===== src/source/lc3b_types.sv =====
package lc3b_types;

typedef logic [15:0] lc3b_word;

// LC-3b opcode field in ir[15:12]
typedef enum logic [3:0] {
   op_br  = 4'b0000,
   op_add = 4'b0001,
   op_ldb = 4'b0010,
   op_stb = 4'b0011,
   op_jsr = 4'b0100,
   op_and = 4'b0101,
   op_ldr = 4'b0110,
   op_str = 4'b0111,
   op_not = 4'b1001,
   op_jmp = 4'b1100,
   op_shf = 4'b1101,
   op_lea = 4'b1110
} lc3b_opcode;

typedef enum logic [2:0] {
   alu_add,
   alu_and,
   alu_not,
   alu_pass,
   alu_sll,
   alu_srl,
   alu_sra
} lc3b_aluop;

typedef struct packed {
   lc3b_opcode opcode;
   lc3b_aluop  aluop;
   logic       load_cc;
   logic       load_regfile;
   logic       load_pc;
   logic       mem_read;
   logic       mem_write;
   logic [1:0] alumux_sel;     // sr2, offset6, imm5, imm4
   logic [1:0] pcmux_sel;      // pc+2, br_add, alu
   logic       offsetmux_sel;  // offset9 or offset11
   logic       storemux_sel;   // sr2 field or sr field
   logic       destmux_sel;    // dr or r7
   logic [1:0] regfilemux_sel; // alu, load data, pc, br_add
   logic [1:0] mdrmux_sel;     // sr word, mem data, sr byte twice
   logic       wordinmux_sel;  // byte access
} lc3b_control_word;

typedef enum logic [2:0] {
   s_fetch,
   s_fetch_wait,
   s_decode,
   s_execute,
   s_mem,
   s_mem_wait,
   s_writeback
} lc3b_state;

typedef struct packed {
   logic       req;
   logic       we;
   lc3b_word   addr;
   lc3b_word   wdata;
   logic [1:0] byte_en;
} lc3b_mem_req;

typedef struct packed {
   logic     ack;
   lc3b_word rdata;
} lc3b_mem_rsp;

endpackage : lc3b_types

===== src/source/lc3b_core.sv =====
`timescale 1ns/1ps

module lc3b_core #(
   parameter lc3b_types::lc3b_word reset_pc = 16'h0000
) (
   input  logic                    clk,
   input  logic                    reset,
   output lc3b_types::lc3b_mem_req mem_req,
   input  lc3b_types::lc3b_mem_rsp mem_rsp
);

   lc3b_types::lc3b_control_word ctrl;
   lc3b_types::lc3b_word         ir;
   lc3b_types::lc3b_aluop        aluop;
   lc3b_types::lc3b_word         alu_a;
   lc3b_types::lc3b_word         alu_b;
   lc3b_types::lc3b_word         alu_result;
   lc3b_types::lc3b_word         reg_wdata;
   lc3b_types::lc3b_word         rdata_a;
   lc3b_types::lc3b_word         rdata_b;
   logic [2:0]                   src_a;
   logic [2:0]                   src_b;
   logic [2:0]                   dest;
   logic                         reg_we;
   logic                         load_ir;
   logic                         load_mar;
   logic                         load_mdr;
   logic                         load_pc;
   logic                         load_regfile;
   logic                         load_cc;
   logic                         mem_start;
   logic                         mem_done;
   logic                         branch_taken;

   lc3b_control control (
      .clk          (clk),
      .reset        (reset),
      .ir           (ir),
      .mem_done     (mem_done),
      .branch_taken (branch_taken),
      .ctrl         (ctrl),
      .load_ir      (load_ir),
      .load_mar     (load_mar),
      .load_mdr     (load_mdr),
      .load_pc      (load_pc),
      .load_regfile (load_regfile),
      .load_cc      (load_cc),
      .mem_start    (mem_start)
   );

   lc3b_datapath #(
      .reset_pc (reset_pc)
   ) datapath (
      .clk          (clk),
      .reset        (reset),
      .ctrl         (ctrl),
      .load_ir      (load_ir),
      .load_mar     (load_mar),
      .load_mdr     (load_mdr),
      .load_pc      (load_pc),
      .load_regfile (load_regfile),
      .load_cc      (load_cc),
      .mem_start    (mem_start),
      .mem_done     (mem_done),
      .ir           (ir),
      .branch_taken (branch_taken),
      .aluop        (aluop),
      .alu_a        (alu_a),
      .alu_b        (alu_b),
      .alu_result   (alu_result),
      .src_a        (src_a),
      .src_b        (src_b),
      .dest         (dest),
      .reg_we       (reg_we),
      .reg_wdata    (reg_wdata),
      .rdata_a      (rdata_a),
      .rdata_b      (rdata_b),
      .mem_req      (mem_req),
      .mem_rsp      (mem_rsp)
   );

   lc3b_regfile regfile (
      .clk     (clk),
      .reset   (reset),
      .we      (reg_we),
      .src_a   (src_a),
      .src_b   (src_b),
      .dest    (dest),
      .wdata   (reg_wdata),
      .rdata_a (rdata_a),
      .rdata_b (rdata_b)
   );

   lc3b_alu alu (
      .aluop  (aluop),
      .a      (alu_a),
      .b      (alu_b),
      .result (alu_result)
   );

endmodule : lc3b_core


===== src/source/lc3b_datapath.sv =====
`timescale 1ns/1ps

module lc3b_datapath #(
   parameter lc3b_types::lc3b_word reset_pc = 16'h0000
) (
   input  logic                         clk,
   input  logic                         reset,
   input  lc3b_types::lc3b_control_word ctrl,
   input  logic                         load_ir,
   input  logic                         load_mar,
   input  logic                         load_mdr,
   input  logic                         load_pc,
   input  logic                         load_regfile,
   input  logic                         load_cc,
   input  logic                         mem_start,
   output logic                         mem_done,
   output lc3b_types::lc3b_word         ir,
   output logic                         branch_taken,
   output lc3b_types::lc3b_aluop        aluop,
   output lc3b_types::lc3b_word         alu_a,
   output lc3b_types::lc3b_word         alu_b,
   input  lc3b_types::lc3b_word         alu_result,
   output logic [2:0]                   src_a,
   output logic [2:0]                   src_b,
   output logic [2:0]                   dest,
   output logic                         reg_we,
   output lc3b_types::lc3b_word         reg_wdata,
   input  lc3b_types::lc3b_word         rdata_a,
   input  lc3b_types::lc3b_word         rdata_b,
   output lc3b_types::lc3b_mem_req      mem_req,
   input  lc3b_types::lc3b_mem_rsp      mem_rsp
);

   lc3b_types::lc3b_word pc;
   lc3b_types::lc3b_word mar;
   lc3b_types::lc3b_word mdr;
   logic [2:0]           cc; // n z p
   logic                 req_q;
   logic                 start_pend;
   lc3b_types::lc3b_word offset6;
   lc3b_types::lc3b_word pc_offset;
   lc3b_types::lc3b_word br_add;
   lc3b_types::lc3b_word pc_next;
   lc3b_types::lc3b_word mdr_next;
   lc3b_types::lc3b_word load_data;

   assign src_a = ir[8:6]; // sr1 or base
   assign src_b = ctrl.storemux_sel ? ir[11:9] : ir[2:0];
   assign dest = ctrl.destmux_sel ? 3'd7 : ir[11:9];
   assign aluop = ctrl.aluop;
   assign alu_a = rdata_a;

   // byte accesses use the offset unscaled
   assign offset6 = ctrl.wordinmux_sel ? {{10{ir[5]}}, ir[5:0]} : {{9{ir[5]}}, ir[5:0], 1'b0};

   always_comb begin
      case (ctrl.alumux_sel)
         2'b00:   alu_b = rdata_b;
         2'b01:   alu_b = offset6;
         2'b10:   alu_b = {{11{ir[4]}}, ir[4:0]}; // imm5
         default: alu_b = {12'h000, ir[3:0]};     // shift amount
      endcase
   end

   assign pc_offset = ctrl.offsetmux_sel ? {{4{ir[10]}}, ir[10:0], 1'b0}
                                         : {{6{ir[8]}}, ir[8:0], 1'b0};
   assign br_add = pc + pc_offset;
   assign branch_taken = |(ir[11:9] & cc);

   always_comb begin
      case (ctrl.pcmux_sel)
         2'b01:   pc_next = br_add;
         2'b10:   pc_next = alu_result;
         default: pc_next = pc + 16'd2;
      endcase
   end

   assign load_data = ctrl.wordinmux_sel ? {8'h00, (mar[0] ? mdr[15:8] : mdr[7:0])} : mdr;

   always_comb begin
      case (ctrl.regfilemux_sel)
         2'b00:   reg_wdata = alu_result;
         2'b01:   reg_wdata = load_data;
         2'b10:   reg_wdata = pc; // already advanced past the call
         default: reg_wdata = br_add;
      endcase
   end

   assign reg_we = load_regfile;

   always_comb begin
      case (ctrl.mdrmux_sel)
         2'b01:   mdr_next = mem_rsp.rdata;
         2'b10:   mdr_next = {rdata_b[7:0], rdata_b[7:0]};
         default: mdr_next = rdata_b;
      endcase
   end

   always_ff @(posedge clk) begin
      if (reset) begin
         pc <= reset_pc;
         ir <= '0;
         cc <= 3'b010;
      end else begin
         if (load_pc)
            pc <= pc_next;
         if (load_ir)
            ir <= mem_rsp.rdata;
         if (load_cc)
            cc <= {reg_wdata[15], reg_wdata == 16'h0000,
                   !reg_wdata[15] && reg_wdata != 16'h0000};
      end
   end

   always_ff @(posedge clk) begin
      if (load_mar)
         mar <= (ctrl.mem_read || ctrl.mem_write) ? alu_result : pc; // pc during fetch
      if (load_mdr)
         mdr <= mdr_next;
   end

   // a new start waits until the last ack has fallen
   always_ff @(posedge clk) begin
      if (reset) begin
         req_q <= 1'b0;
         start_pend <= 1'b0;
      end else if (req_q) begin
         if (mem_rsp.ack)
            req_q <= 1'b0;
      end else if ((mem_start || start_pend) && !mem_rsp.ack) begin
         req_q <= 1'b1;
         start_pend <= 1'b0;
      end else if (mem_start) begin
         start_pend <= 1'b1;
      end
   end

   assign mem_done = req_q & mem_rsp.ack;

   always_comb begin
      mem_req.req = req_q;
      mem_req.we = req_q & ctrl.mem_write;
      mem_req.addr = mar;
      mem_req.wdata = mdr;
      mem_req.byte_en = 2'b11;
      if (ctrl.mem_write && ctrl.wordinmux_sel)
         mem_req.byte_en = mar[0] ? 2'b10 : 2'b01; // lane by address lsb
   end

endmodule : lc3b_datapath


===== src/source/lc3b_alu.sv =====
`timescale 1ns/1ps

module lc3b_alu (
   input  lc3b_types::lc3b_aluop aluop,
   input  lc3b_types::lc3b_word  a,
   input  lc3b_types::lc3b_word  b,
   output lc3b_types::lc3b_word  result
);

   logic [3:0] shamt;

   assign shamt = b[3:0];

   always_comb begin
      case (aluop)
         lc3b_types::alu_add:  result = a + b;
         lc3b_types::alu_and:  result = a & b;
         lc3b_types::alu_not:  result = ~a;
         lc3b_types::alu_sll:  result = a << shamt;
         lc3b_types::alu_srl:  result = a >> shamt;
         lc3b_types::alu_sra:  result = $signed(a) >>> shamt; // sign fill
         default:              result = a; // pass
      endcase
   end

endmodule : lc3b_alu


===== src/source/lc3b_regfile.sv =====
`timescale 1ns/1ps

module lc3b_regfile (
   input  logic                 clk,
   input  logic                 reset,
   input  logic                 we,
   input  logic [2:0]           src_a,
   input  logic [2:0]           src_b,
   input  logic [2:0]           dest,
   input  lc3b_types::lc3b_word wdata,
   output lc3b_types::lc3b_word rdata_a,
   output lc3b_types::lc3b_word rdata_b
);

   lc3b_types::lc3b_word regs [8];

   always_ff @(posedge clk) begin
      if (reset) begin
         for (int i = 0; i < 8; i++)
            regs[i] <= '0;
      end else if (we) begin
         regs[dest] <= wdata;
      end
   end

   // read ports see the old value during a write cycle
   assign rdata_a = regs[src_a];
   assign rdata_b = regs[src_b];

endmodule : lc3b_regfile


===== src/source/lc3b_control.sv =====
`timescale 1ns/1ps

module lc3b_control (
   input  logic                         clk,
   input  logic                         reset,
   input  lc3b_types::lc3b_word         ir,
   input  logic                         mem_done,
   input  logic                         branch_taken,
   output lc3b_types::lc3b_control_word ctrl,
   output logic                         load_ir,
   output logic                         load_mar,
   output logic                         load_mdr,
   output logic                         load_pc,
   output logic                         load_regfile,
   output logic                         load_cc,
   output logic                         mem_start
);

   lc3b_types::lc3b_state        state;
   lc3b_types::lc3b_state        state_next;
   lc3b_types::lc3b_control_word rom_word;
   lc3b_types::lc3b_opcode       opcode;
   logic                         mem_op;
   logic                         in_fetch;
   logic                         in_wb;

   assign opcode = lc3b_types::lc3b_opcode'(ir[15:12]);

   control_rom rom (
      .opcode     (opcode),
      .bits4_5_11 ({ir[11], ir[5], ir[4]}),
      .ctrl       (rom_word)
   );

   assign mem_op = rom_word.mem_read | rom_word.mem_write;
   assign in_fetch = (state == lc3b_types::s_fetch) || (state == lc3b_types::s_fetch_wait);
   assign in_wb = (state == lc3b_types::s_writeback);

   always_comb begin
      ctrl = rom_word;
      if (in_fetch)
         ctrl = '0; // ir still holds the previous instruction
   end

   always_comb begin
      state_next = state;
      case (state)
         lc3b_types::s_fetch:      state_next = lc3b_types::s_fetch_wait;
         lc3b_types::s_fetch_wait: if (mem_done) state_next = lc3b_types::s_decode;
         lc3b_types::s_decode:     state_next = lc3b_types::s_execute;
         lc3b_types::s_execute:
            state_next = mem_op ? lc3b_types::s_mem : lc3b_types::s_writeback;
         lc3b_types::s_mem:        state_next = lc3b_types::s_mem_wait;
         lc3b_types::s_mem_wait:   if (mem_done) state_next = lc3b_types::s_writeback;
         default:                  state_next = lc3b_types::s_fetch;
      endcase
   end

   always_ff @(posedge clk) begin
      if (reset)
         state <= lc3b_types::s_fetch;
      else
         state <= state_next;
   end

   assign mem_start = (state == lc3b_types::s_fetch) || (state == lc3b_types::s_mem);
   assign load_ir = (state == lc3b_types::s_fetch_wait) && mem_done;
   assign load_mar = (state == lc3b_types::s_fetch) ||
                     ((state == lc3b_types::s_execute) && mem_op);
   assign load_mdr = ((state == lc3b_types::s_execute) && rom_word.mem_write) ||
                     ((state == lc3b_types::s_mem_wait) && mem_done && rom_word.mem_read);

   // architectural state only changes once the instruction completes
   assign load_regfile = in_wb && rom_word.load_regfile;
   assign load_cc = in_wb && rom_word.load_cc;
   assign load_pc = (state == lc3b_types::s_fetch) ||
                    (in_wb && (rom_word.load_pc ||
                               (rom_word.opcode == lc3b_types::op_br && branch_taken)));

endmodule : lc3b_control


===== src/source/control_rom.sv =====
`timescale 1ns/1ps

module control_rom (
   input  lc3b_types::lc3b_opcode       opcode,
   input  logic [2:0]                   bits4_5_11,
   output lc3b_types::lc3b_control_word ctrl
);

   always_comb begin
      ctrl.opcode = opcode;
      ctrl.aluop = lc3b_types::alu_add;
      ctrl.load_cc = 1'b0;
      ctrl.load_regfile = 1'b0;
      ctrl.load_pc = 1'b0;
      ctrl.mem_read = 1'b0;
      ctrl.mem_write = 1'b0;
      ctrl.alumux_sel = 2'b00;
      ctrl.pcmux_sel = 2'b00;
      ctrl.offsetmux_sel = 1'b0;
      ctrl.storemux_sel = 1'b0;
      ctrl.destmux_sel = 1'b0;
      ctrl.regfilemux_sel = 2'b00;
      ctrl.mdrmux_sel = 2'b00;
      ctrl.wordinmux_sel = 1'b0;

      case (opcode)
         lc3b_types::op_add: begin
            if (bits4_5_11[1])
               ctrl.alumux_sel = 2'b10; // imm5 form
            ctrl.aluop = lc3b_types::alu_add;
            ctrl.load_cc = 1'b1;
            ctrl.load_regfile = 1'b1;
         end

         lc3b_types::op_and: begin
            if (bits4_5_11[1])
               ctrl.alumux_sel = 2'b10; // imm5 form
            ctrl.aluop = lc3b_types::alu_and;
            ctrl.load_cc = 1'b1;
            ctrl.load_regfile = 1'b1;
         end

         lc3b_types::op_not: begin
            ctrl.aluop = lc3b_types::alu_not;
            ctrl.load_cc = 1'b1;
            ctrl.load_regfile = 1'b1;
         end

         lc3b_types::op_shf: begin
            if (!bits4_5_11[0])
               ctrl.aluop = lc3b_types::alu_sll; // d clear
            else if (!bits4_5_11[1])
               ctrl.aluop = lc3b_types::alu_srl; // a clear
            else
               ctrl.aluop = lc3b_types::alu_sra;
            ctrl.alumux_sel = 2'b11; // imm4 amount
            ctrl.load_cc = 1'b1;
            ctrl.load_regfile = 1'b1;
         end

         lc3b_types::op_lea: begin
            ctrl.regfilemux_sel = 2'b11; // pc relative address
            ctrl.load_cc = 1'b1;
            ctrl.load_regfile = 1'b1;
         end

         lc3b_types::op_ldr: begin
            ctrl.aluop = lc3b_types::alu_add;
            ctrl.alumux_sel = 2'b01;
            ctrl.mem_read = 1'b1;
            ctrl.mdrmux_sel = 2'b01; // capture read data
            ctrl.regfilemux_sel = 2'b01;
            ctrl.load_cc = 1'b1;
            ctrl.load_regfile = 1'b1;
         end

         lc3b_types::op_ldb: begin
            ctrl.aluop = lc3b_types::alu_add;
            ctrl.alumux_sel = 2'b01;
            ctrl.mem_read = 1'b1;
            ctrl.mdrmux_sel = 2'b01;
            ctrl.regfilemux_sel = 2'b01;
            ctrl.wordinmux_sel = 1'b1; // zero extended byte
            ctrl.load_cc = 1'b1;
            ctrl.load_regfile = 1'b1;
         end

         lc3b_types::op_str: begin
            ctrl.aluop = lc3b_types::alu_add;
            ctrl.alumux_sel = 2'b01;
            ctrl.mem_write = 1'b1;
            ctrl.storemux_sel = 1'b1; // source is ir[11:9]
            ctrl.mdrmux_sel = 2'b00;
         end

         lc3b_types::op_stb: begin
            ctrl.aluop = lc3b_types::alu_add;
            ctrl.alumux_sel = 2'b01;
            ctrl.mem_write = 1'b1;
            ctrl.storemux_sel = 1'b1;
            ctrl.mdrmux_sel = 2'b10; // low byte in both lanes
            ctrl.wordinmux_sel = 1'b1;
         end

         lc3b_types::op_br: begin
            ctrl.pcmux_sel = 2'b01; // taken decision made in writeback
         end

         lc3b_types::op_jmp: begin // ret is jmp r7
            ctrl.aluop = lc3b_types::alu_pass;
            ctrl.pcmux_sel = 2'b10;
            ctrl.load_pc = 1'b1;
         end

         lc3b_types::op_jsr: begin
            ctrl.regfilemux_sel = 2'b10; // return pc into r7
            ctrl.destmux_sel = 1'b1;
            ctrl.load_regfile = 1'b1;
            ctrl.load_pc = 1'b1;
            if (bits4_5_11[2]) begin
               ctrl.offsetmux_sel = 1'b1; // offset11
               ctrl.pcmux_sel = 2'b01;
            end else begin
               ctrl.aluop = lc3b_types::alu_pass; // jsrr base
               ctrl.pcmux_sel = 2'b10;
            end
         end

         default: begin
            ctrl = '0;
         end
      endcase
   end

endmodule : control_rom


===== config.mk =====
export PLATFORM = sky130hd
export DESIGN_NAME = lc3b_core
export DESIGN_NICKNAME = d
export VERILOG_FILES = /design/src/source/lc3b_types.sv /design/src/source/lc3b_core.sv /design/src/source/lc3b_datapath.sv /design/src/source/lc3b_alu.sv /design/src/source/lc3b_regfile.sv /design/src/source/lc3b_control.sv /design/src/source/control_rom.sv
export SDC_FILE = /design/constraint.sdc
export NUM_CORES = 1
export LEC_CHECK = 0
export BUFFER_PORTS_ARGS = -buffer_cell sky130_fd_sc_hd__buf_4
export CORE_MARGIN = 2
export CORE_UTILIZATION = 63
export DETAILED_ROUTE_END_ITERATION = 6
export HOLD_SLACK_MARGIN = 0.03
export PLACE_DENSITY = 0.81
export SYNTH_ARGS = -nofsm -noshare
export SYNTH_HDL_FRONTEND = slang
export SYNTH_SLANG_ARGS = --single-unit

===== constraint.sdc =====
create_clock -name clk -period 12.95 [get_ports clk]
set_input_delay 0 -clock clk [delete_from_list [all_inputs] [get_ports clk]]
set_output_delay 0 -clock clk [all_outputs]
set_load 0.03 [all_outputs]

==> impl_metrics.toml <==
[critical_path]
critPathCaptureType = "register"
critical_path_class = "reg -> reg"
path_buf_inv = 3
crit_end = "datapath.cc[0]"
crit_arrival_ns = 7.96
timing.reg2reg.setup_slack_ns = 5.37
worstReg2RegStart = "datapath.ir[12]"
crit_path_cell_trace = "and2_1 > nand3_1 > nand2_2 > o211ai_2 > a31oi_4 > buf_4 > inv_2 > ha_1 > inv_1 > fa_1 > nor2b_1 > o21ai_0 > nand2_1 > a21o_1 > a21oi_1 > xor2_1 > o221ai_1 > a211oi_1 > a31oi_1 > a21oi_2 > nand2_1 > nor4b_2 > a211oi_1"
critical_path.reg2reg.endpoint = "datapath.cc[0]"
family_of_cells_with_the_greatest_summed_delay_on_the_critical_path = "compound AO/OA/AOI/OAI gates"
cp_num_cells = 23
crit_slowest_cell = "sky130_fd_sc_hd__nand2_2"
setup.worst_path.start_class = "register"
reg2reg_depth = 23
cp-startpoint = "datapath.ir[12]"
crit_required_ns = 13.33
cp_max_fo = 53
critical-path-max-stage-delay_ns = 0.81

[synth]
synth_cells = 1753
ys_async_sr_fraction = 0
compound_cell_area_share_of_the_yosys_netlist = 0.218
synth_warnings = 0
synthesized_net_count = 1811
synth_adder_area_share = 0.0335
mappedNetlistArea_um2 = 15300
postSynth.topFlopCell = "sky130_fd_sc_hd__edfxtp_1"
yosys_register_bits = 203
syn-mean-instance-area_um2 = 8.74
post_synth_and_or_nand_nor_area_fraction = 0.210
synth_xor_area_frac = 0.0143
count_of_flip_flops_with_a_built_in_enable_after_synthesis = 160
ys_seq_area_frac = 0.370
synth_top_family_by_area = "compound AO/OA/AOI/OAI gates"
post_synth_num_cell_types = 98
post_synth_mux_area_share = 0.105

[clocking]
cts_buffer_depth = 3
clock_sink_count = 203
cts_htree_levels = 1
post_cts_resized = 0
root_buffer = "sky130_fd_sc_hd__clkbuf_16"
num_cts_buffers = 23
cts.reportedPaths.clkPinSlew_ns = 0.06
cts_tree = "built"
clk-insertion-delay-late_ns = 0.54

[die]
die-area_um2 = 25600
boundaryPins = 55
die_x_um = 160
num_rows = 57
initial_standard_cell_utilization_of_the_core = 0.636
die_height_um = 160
fp.coreArea_um2 = 24100

[timing]
skew_ns = 0.0247
final-setup-viol-count = 0
timing.final.max_slew_violations = 0
final.setup.tns_ns = 0
worst_slew_margin_rel = 0.151
timing_worst_slew_pin_value_ns = 1.26
final_period_minus_worst_setup_slack_ns = 7.58
timing_hold_violations_final = 0
max_freq_ghz = 0.132
rsz_0062_raised_after_global_routing = "false"
final_min_period_over_clock_period = 0.585

[flow_run]
drv.max_cap_violation_count = 0

[cells_and_area]
finalNetCount = 1808
layout-area-overhead-vs-synth_pct = 8.94
most-common-layout-cells = "258 x sky130_fd_sc_hd__nand2_1, 236 x sky130_fd_sc_hd__nor2_1, 160 x sky130_fd_sc_hd__edfxtp_1"
area.sequential_um2 = 5670
layout_commonest_cell = "sky130_fd_sc_hd__nand2_1"
final_layout_size_suffix_gt1_frac = 0.126
antenna_cells = 0
filler_cells = 1927
multi_input_comb_area_um2 = 8940

[power]
p_per_area_nw_per_um2 = 103
leakage_nw = 6.23
total_power_w = 0.00173
vdd.ir_drop.worst_mv = 0.113

[drt]
via_count = 15113
drt_first_pass_iters = 6
drt_drc_violations_left = 0
routedWlPerCell_um = 26.7
postRouteWirelength_mm = 55.9
ant_nets = 0
route.detailed.vias_per_inst = 7.23
drt_iter0_drc = 2304

[global_route]
first_global_vias = 14099
grt_antenna_before_repair = 0
grtUsageTotal = 0.425
grt_pass1_wl_mm = 83.4
grt_max_degree = 54
grt-ovfl-total = 0

[placed_design]
io_buffer_count = 54
finalWeightedCongestion = 1.05
hpwl_mm = 38.5

[hold_path]
hold_path_class = "in -> reg"

[run_status]
run_status = "finished, final reports clean"
## worst reg2reg max path, cell delays in order, from the launching register on
cell and delay (ns):
sky130_fd_sc_hd__dfxtp_1 0.74, sky130_fd_sc_hd__and2_1 0.65, sky130_fd_sc_hd__nand3_1 0.23, sky130_fd_sc_hd__nand2_2 0.81, sky130_fd_sc_hd__o211ai_2 0.34, sky130_fd_sc_hd__a31oi_4 0.24, sky130_fd_sc_hd__buf_4 0.40, sky130_fd_sc_hd__inv_2 0.29
sky130_fd_sc_hd__ha_1 0.29, sky130_fd_sc_hd__inv_1 0.09, sky130_fd_sc_hd__fa_1 0.21, sky130_fd_sc_hd__nor2b_1 0.07, sky130_fd_sc_hd__o21ai_0 0.17, sky130_fd_sc_hd__nand2_1 0.14, sky130_fd_sc_hd__a21o_1 0.20, sky130_fd_sc_hd__a21oi_1 0.16
sky130_fd_sc_hd__xor2_1 0.17, sky130_fd_sc_hd__o221ai_1 0.18, sky130_fd_sc_hd__a211oi_1 0.30, sky130_fd_sc_hd__a31oi_1 0.31, sky130_fd_sc_hd__a21oi_2 0.64, sky130_fd_sc_hd__nand2_1 0.20, sky130_fd_sc_hd__nor4b_2 0.44, sky130_fd_sc_hd__a211oi_1 0.15
## registers in the layout (all words and copies together), names as in the netlist, named ones only
| signal | flops |
|---|---|
| datapath.mar | 16 |
| datapath.req_q | 1 |
| control.state | 3 |
| datapath.mdr | 16 |
| datapath.cc | 3 |
| datapath.pc | 16 |
| datapath.start_pend | 1 |
| datapath.ir | 16 |
| regfile.regs | 128 |
## kinds of logic after synthesis
kind of cell	count (synthesis)
AOI/OAI and AO/OA	483
and+or+nand+nor	727
muxes	116
DFF	203
adders and majority gates	40
xor gates and xnor gates	25
buffers and inverters	159
## power by group
part / switching [W] / total, W / internal [W]
clock network: 0.000275 / 0.000644 / 0.000369
registers: 0.0000207 / 0.000745 / 0.000724
logic: 0.000232 / 0.000337 / 0.000106
## metal layers
metal / GRT usage / wire (µm)
met5: 0 / 0
met4: 0.245 / 3940
met1: 0.533 / 19300
met3: 0.116 / 7720
met2: 0.664 / 24900
## final cells by class
class | instances | share of cell area
Clock buffer | 28 | 0.0356
Clock inverter | 13 | 0.00817
Inverter | 28 | 0.00644
Multi-Input combinational cell | 1391 | 0.535
Sequential cell | 203 | 0.339
Tap cell | 324 | 0.0243
Timing Repair Buffer | 103 | 0.0508
## worst min-delay path by stage
stage / depth (start not counted) / start / to / slack (ns)
2_1_floorplan: 1 / mem_rsp[16] / datapath.req_q / 0.08
3_3_place_gp: 2 / mem_rsp[16] / datapath.req_q / 0.23
3_5_place_dp: 2 / mem_rsp[16] / datapath.req_q / 0.23
4_1_cts: 4 / mem_rsp[13] / datapath.ir[13] / 0.30
5_1_grt: 4 / mem_rsp[13] / datapath.ir[13] / 0.32
6_report: 4 / mem_rsp[13] / datapath.ir[13] / 0.30
## stage by stage
| step | util | instances | worst slack, ns | hold WS, ns | area, µm² |
|---|---|---|---|---|---|
| final | 0.693 | 2090 | 5.37 | 0.301 | 16700 |
| after floorplan | - | 1753 | 7.68 | 0.0793 | 15300 |
| after CTS | 0.693 | 2090 | 5.70 | 0.305 | 16700 |
| after global placement | 0.650 | 2019 | 5.95 | 0.231 | 15700 |
| after detailed placement | 0.650 | 2019 | 5.76 | 0.231 | 15700 |
| after global routing | 0.693 | 2090 | 4.97 | 0.318 | 16700 |
## what timing repair did
item / 4_1_cts / 5_1_grt
setup endpoints to repair: 0 / 0
buffers inserted: 0 / 0
hold endpoints to repair: 52 / 0
hold buffers: 30 / 0
## Yosys cell counts (all sizes together) (11+ instances only)
library cell  number  area [µm²]
o211ai            32         260
a21oi             90         469
a211oi            18         148
o221ai            11        96.3
xnor2             15         131
nand3             85         435
nand2            260         981
a31oi             21         146
a21o              23         173
dfxtp             43         861
nand2b            25         156
nor2b             16         100
o21ai            131         667
o22ai             17         106
ha                37         463
mux2              31         349
mux2i             53         547
nor2             238         896
edfxtp           160        4800
a22o              11        96.3
inv               28         108
a22oi             28         210
and3              17         111
nor3              38         201
clkbuf            81         305
mux4              32         721
buf               50         332
No activity file was read; power rests on OpenSTA's default activity.
